## src/verilog/cache_consts.svh

```systemverilog
`ifndef CACHE_CONSTS_SVH
`define CACHE_CONSTS_SVH

// address split into tag, index and byte offset
`define CACHE_OFFSET_W 5
`define CACHE_INDEX_W  3
`define CACHE_TAG_W    (32 - `CACHE_INDEX_W - `CACHE_OFFSET_W)

// associativity
`define CACHE_WAYS     8
`define CACHE_WAY_W    3

// one line is 2**offset bytes
`define CACHE_LINE_W   (8 << `CACHE_OFFSET_W)

// tree pseudo-LRU, one bit per inner node
`define CACHE_LRU_W    (`CACHE_WAYS - 1)

`endif

```

## src/verilog/cache_pkg.sv

```systemverilog
`include "cache_consts.svh"

package cache_pkg;

	typedef logic [31:0] addr_t;

	typedef logic [`CACHE_TAG_W-1:0] tag_t;

	typedef logic [`CACHE_INDEX_W-1:0] index_t;

	typedef logic [`CACHE_LINE_W-1:0] line_t;

	typedef logic [`CACHE_WAY_W-1:0] way_t;

	// per-way flags or a one-hot way select
	typedef logic [`CACHE_WAYS-1:0] way_vec_t;

	typedef logic [`CACHE_LRU_W-1:0] lru_bits_t;

	typedef enum logic [1:0] {
		IDLE,
		COMPARE,
		WRITEBACK,
		FILL
	} cache_state_t;

endpackage

```

## src/verilog/cache_control.sv

```systemverilog
`timescale 1ns/1ps

module cache_control
	import cache_pkg::*;
(
	input  logic clk,
	input  logic rst,
	input  logic mem_read,
	input  logic mem_write,
	input  logic pmem_resp,
	input  logic hit,
	input  logic victim_dirty,
	output logic mem_resp,
	output logic pmem_read,
	output logic pmem_write,
	output logic load_cmar,
	output logic load_cmdr,
	output logic load_tag,
	output logic load_valid,
	output logic load_dirty,
	output logic dirty_in,
	output logic fill_sel,
	output logic load_lru
);

	cache_state_t state;
	cache_state_t next_state;

	always_ff @(posedge clk) begin
		if (rst)
			state <= IDLE;
		else
			state <= next_state;
	end

	always_comb begin
		next_state = state;
		mem_resp   = 1'b0;
		pmem_read  = 1'b0;
		pmem_write = 1'b0;
		load_cmar  = 1'b0;
		load_cmdr  = 1'b0;
		load_tag   = 1'b0;
		load_valid = 1'b0;
		load_dirty = 1'b0;
		dirty_in   = 1'b0;
		fill_sel   = 1'b0;
		load_lru   = 1'b0;
		case (state)
			IDLE: begin
				if (mem_read || mem_write)
					next_state = COMPARE;
			end
			COMPARE: begin
				if (!(mem_read || mem_write)) begin
					next_state = IDLE;
				end else if (hit) begin
					mem_resp   = 1'b1;
					load_lru   = 1'b1;
					load_dirty = mem_write;
					dirty_in   = mem_write;
					next_state = IDLE;
				end else if (victim_dirty) begin
					// victim address and line go out first
					load_cmar  = 1'b1;
					load_cmdr  = 1'b1;
					next_state = WRITEBACK;
				end else if (mem_read) begin
					load_cmar  = 1'b1;
					next_state = FILL;
				end else begin
					// full-line write miss allocates without a fill
					load_tag   = 1'b1;
					load_valid = 1'b1;
					load_dirty = 1'b1;
					dirty_in   = 1'b1;
					load_lru   = 1'b1;
					mem_resp   = 1'b1;
					next_state = IDLE;
				end
			end
			WRITEBACK: begin
				pmem_write = 1'b1;
				if (pmem_resp) begin
					load_dirty = 1'b1;
					if (mem_read) begin
						load_cmar  = 1'b1;
						next_state = FILL;
					end else begin
						next_state = COMPARE;
					end
				end
			end
			FILL: begin
				pmem_read = 1'b1;
				if (pmem_resp) begin
					load_tag   = 1'b1;
					load_valid = 1'b1;
					fill_sel   = 1'b1;
					next_state = COMPARE;
				end
			end
			default: next_state = IDLE;
		endcase
	end

	// one memory transaction at a time
	assert property (@(posedge clk) disable iff (rst) !(pmem_read && pmem_write));

	// CPU response is a single-cycle pulse
	assert property (@(posedge clk) disable iff (rst) mem_resp |=> !mem_resp);

endmodule

```

## config.mk

```make
export PLATFORM = sky130hd
export DESIGN_NAME = cache_control
export DESIGN_NICKNAME = d
export VERILOG_FILES = /design/src/verilog/cache_pkg.sv /design/src/verilog/cache_control.sv
export VERILOG_INCLUDE_DIRS = /design/src /design/src/verilog
export SDC_FILE = /design/constraint.sdc
export NUM_CORES = 1
export LEC_CHECK = 0
export ABC_AREA = 1
export BUFFER_PORTS_ARGS = -buffer_cell sky130_fd_sc_hd__buf_2
export CAP_MARGIN = 10
export CORE_AREA = 10 10 47 49
export DETAILED_ROUTE_END_ITERATION = 6
export DIE_AREA = 0 0 57 59
export MAX_ROUTING_LAYER = met4
export PLACE_DENSITY = 0.55
export SYNTH_ARGS = -nofsm -noshare
export SYNTH_HDL_FRONTEND = slang
export SYNTH_SLANG_ARGS = --single-unit
```

## constraint.sdc

```tcl
create_clock -name clk -period 1.3 [get_ports clk]
set_input_delay 0.13 -clock clk [delete_from_list [all_inputs] [get_ports clk]]
set_output_delay 0.13 -clock clk [all_outputs]
set_load 0.03 [all_outputs]
```

-- Word-level counts from Yosys, hierarchy flattened
Index checks and enable logic that the tools add are counted.
- eq/ne operators: 6
- multiplexer cells: 35
- reduce and logical (&&, ||, !) cells: 3
- operators with widths (operator ; count):
    $mux W1 ; 23
    $mux W2 ; 8
    $pmux W2 S4 ; 1
    $ne A2 B2 Y1 const B ; 3
    $pmux W1 S2 ; 3
    $eq A2 B2 Y1 const B ; 2
    $reduce_and A3 Y1 ; 1
    $eq A2 B1 Y1 const B ; 1
    $logic_not A2 Y1 ; 1
    $logic_or A1 B1 Y1 ; 1
- bits in registers: 2
- output and inout bits: 11
- word-level logic and storage cells: 45

-- Longest topological paths before layout
- depth after elaboration: 5
- gate-level depth with buffers: 8

-- Worst setup path before layout
OpenSTA, ideal clock, no wires.
- kind: register -> output
- from: register state[1]
- to: output port mem_resp
- arrival: 1.660 ns
- path slack: -0.490 ns
- stages on the path, launching flop included: 6
- buffers on the path: 1
- cells stage by stage: dfxtp_1 inv_1 ha_1 inv_1 nor3_1 buf_4
- longest elaborated chain between the ends: 2
- ends and longest elaborated chain (element ; line ; text):
    start: declaration ; cache_control.sv:26 ; cache_state_t state;
    start signal: assignment ; cache_control.sv:33 ; state <= next_state;
    $eq A2 B1 Y1 ; - ;
    $mux W1 ; - ;
    end: declaration ; cache_control.sv:13 ; output logic mem_resp,
Every way passes these cells.

-- Worst setup path after layout
- from: register state[0]
- to: output port load_cmar
- longest elaborated chain between the ends: 2
- elaborated cells on any way between the ends: 3
- classes of those cells: 2 x eq/ne; 1 x mux
- ends and longest elaborated chain (element ; line ; text):
    $eq A2 B2 Y1 or $eq A2 B1 Y1 (tied branches) ; cache_control.sv:49 ; case (state)
    $pmux W1 S2 (*) ; cache_control.sv:49 ;
    end: declaration ; cache_control.sv:16 ; output logic load_cmar,
Every way passes the cells marked *; elsewhere a longest branch is shown, timed or not.

==> impl_results.md <==
* Outcome: complete, but fails checks
* Failing checks: negative setup slack
* Vias in the first global route at 416
* WL per Instance at 11.1 µm
* Pwr dens at 639 mW/mm²
* F_max at 691 MHz
* Yosys cell types at 16
* # IOs at 18
* Post-Layout Cell Count at 92
* DPL Wire Length at 853 µm
* GRT Overall Usage at 6.18%
* Yosys reg bits at 2
* Clk_skew at 4.56 ps
* Initial Utilization at 22.2%
* Synth-to-layout area growth at 114%
* Tcrit/Tclk final at 111%
* # diodes at 0
* Number of flip-flops in the largest register at 2
* Total number of yosys warnings at 0
* Top flop regs: state (2)
* Crit-path max FO at 5
* Input/output buffers at 17
* Syn Area/Cell at 6.49 µm²
* Pre-CTS setup slack at -87.9 ps
* Initial DRT Pass Iterations at 4
* Final WL at 1.02 mm
* Sinks on the clock net at 2
* Pin count of the biggest net entering global routing at 6
* RSZ-0062 raised after global routing: yes
* Placed Cells at 87
* Syn nets at 59
* First-pass GRT wire length at 1.73 mm
* Via-to-Cell Ratio at 4.21
* Crit end category: output pin
* Initial antenna violation count at 0
* Multi-input gate area at 335 µm²
* Worst hold slack at 74.3 ps
* Clk slew on worst S/H paths at 30 ps
* Largest Register: state
* Ys flop type: dfxtp_1
* Crit path required time at 1170 ps
* Die Y at 59 µm
* Sequential element share of the synthesized area at 12.9%
* Leak Pwr at 0.000325 µW
* Synth area leader: ha_1
* Worst vdd ir at 483 µV
* # rows at 14
* DRT iter0 DRCs at 4
* Final WS setup at -147 ps
* CTS Buf Count at 3
* Hold crit path type: in2reg
* Final Cell Area at 668 µm²
* Share of cells above drive strength 1 at 77.6%
* Max-Cap Viols at 0
* Area post-placement at 537 µm²
* CP Launch Type: flip-flop
* Crit path kind: reg2out
* Worst endpoint data arrival time at 1320 ps
* Hold Violations, Final at 0
* Post-route antenna net violation count at 0
* Worst slew margin at 87.8%
* FFs w/ async S/R, synth at 0%
* Clk buf depth at 2
* Top cell type's share of synthesized area at 16.1%
* Post-synth EDFFs at 0
* Global route overflow at 0
* Die Area at 0.00336 mm²
* GPL Wtd Cong at 0.716
* Via count at 387
* CTS tree: done
* Synth Instances at 48
* Chip width at 57 µm
* Nets at 89
* Fillers at 136
* CTS H-tree lvls at 1
* FF/Latch Area at 45.0 µm²
* Post-Syn Area at 312 µm²
* Commonest cells post-synth: inv_1, nand2_1, ha_1, nand2_2, nor2_2
* Core Region at 0.00140 mm²
* Final Setup Violations at 8
* Clock Latency Late Sink at 220 ps
* Worst slew pin tran at 182 ps
* DRC at 0
* Min Tclk post-route at 1450 ps
* Cts hold-fix bufs at 0
* Setup TNS at -783 ps
* Top cells by area, synth: ha_1, dfxtp_1, inv_1
* CTS Root Cell: clkbuf_4
* Slew Viols, Final at 0
## cell usage in the layout (no fill, tap or decap), types with 2 or more instances in the layout
master	instances
a21oi_2	2
buf_2	8
buf_4	13
buf_6	6
clkbuf_4	3
ha_4	4
inv_1	6
inv_2	3
nand2_1	6
nand2_2	6
nand2_4	2
nor2_1	2
nor2_2	3
nor2_4	2
## where the power goes
group | leakage [µW] | total [µW] | internal [µW] | switching, µW
sequential | 0.0000175 | 74.3 | 67.8 | 6.48
combinational | 0.000294 | 220 | 96.6 | 124
clock | 0.0000138 | 132 | 101 | 30.6
total | 0.000325 | 427 | 266 | 161
## cells by family after synthesis
kind of cell	share of synthesized area, %
AO/OA/AOI/OAI	14.9
adder cells (fa/ha/maj)	16.1
buffers and inverters	16.9
flip-flops	12.9
AND/OR/NAND/NOR	39.4
## what timing repair did
action	in CTS	in global routing
setup endpoints to repair	11	10
pin swaps	5	3
buffers inserted	0	2
resized for setup	21	8
## per-stage QoR
step	total power (µW)	util, %
after detailed placement	254	38.3
after global placement	253	38.3
after global routing	456	47.7
after CTS	422	44.8
final	427	47.7
after floorplan	196	-
## critical path, stage by stage, from the launching register on
cell and delay [ps]:
dfxtp_4 350, inv_2 110, ha_4 190, nand2_2 80, nand2_4 70, nand2_2 50, a21oi_4 110, buf_6 140
## path summary, 6_finish.rpt
| kind | startpoint | end | slack (ps) | cells past startpoint |
|---|---|---|---|---|
| hold / removal | rst | state[1] | 70 | 2 |
| setup reg to reg | state[1] | state[1] | 90 | 7 |
| setup / recovery | state[0] | load_cmar | -150 | 7 |
| hold reg to reg | state[1] | state[1] | 630 | 3 |
## per-layer routing
layer	global-route usage, %	vias to the layer above	part of all wire, %
met3	2.15	0	6.2
met2	11.2	10	52
met1	6.44	176	42
li1	-	201	-
met4	1.01	0	0
met5	-	-	0
## cell type report
type                       instances  share of cell area (%)
sequential                         2                    6.74
clock buffer                       3                    3.37
timing repair buffer              27                    30.7
tap                               16                    3.00
multi-input combinational         34                    50.2
inverter                          10                    5.99
Power figures use the tool's default switching activity.
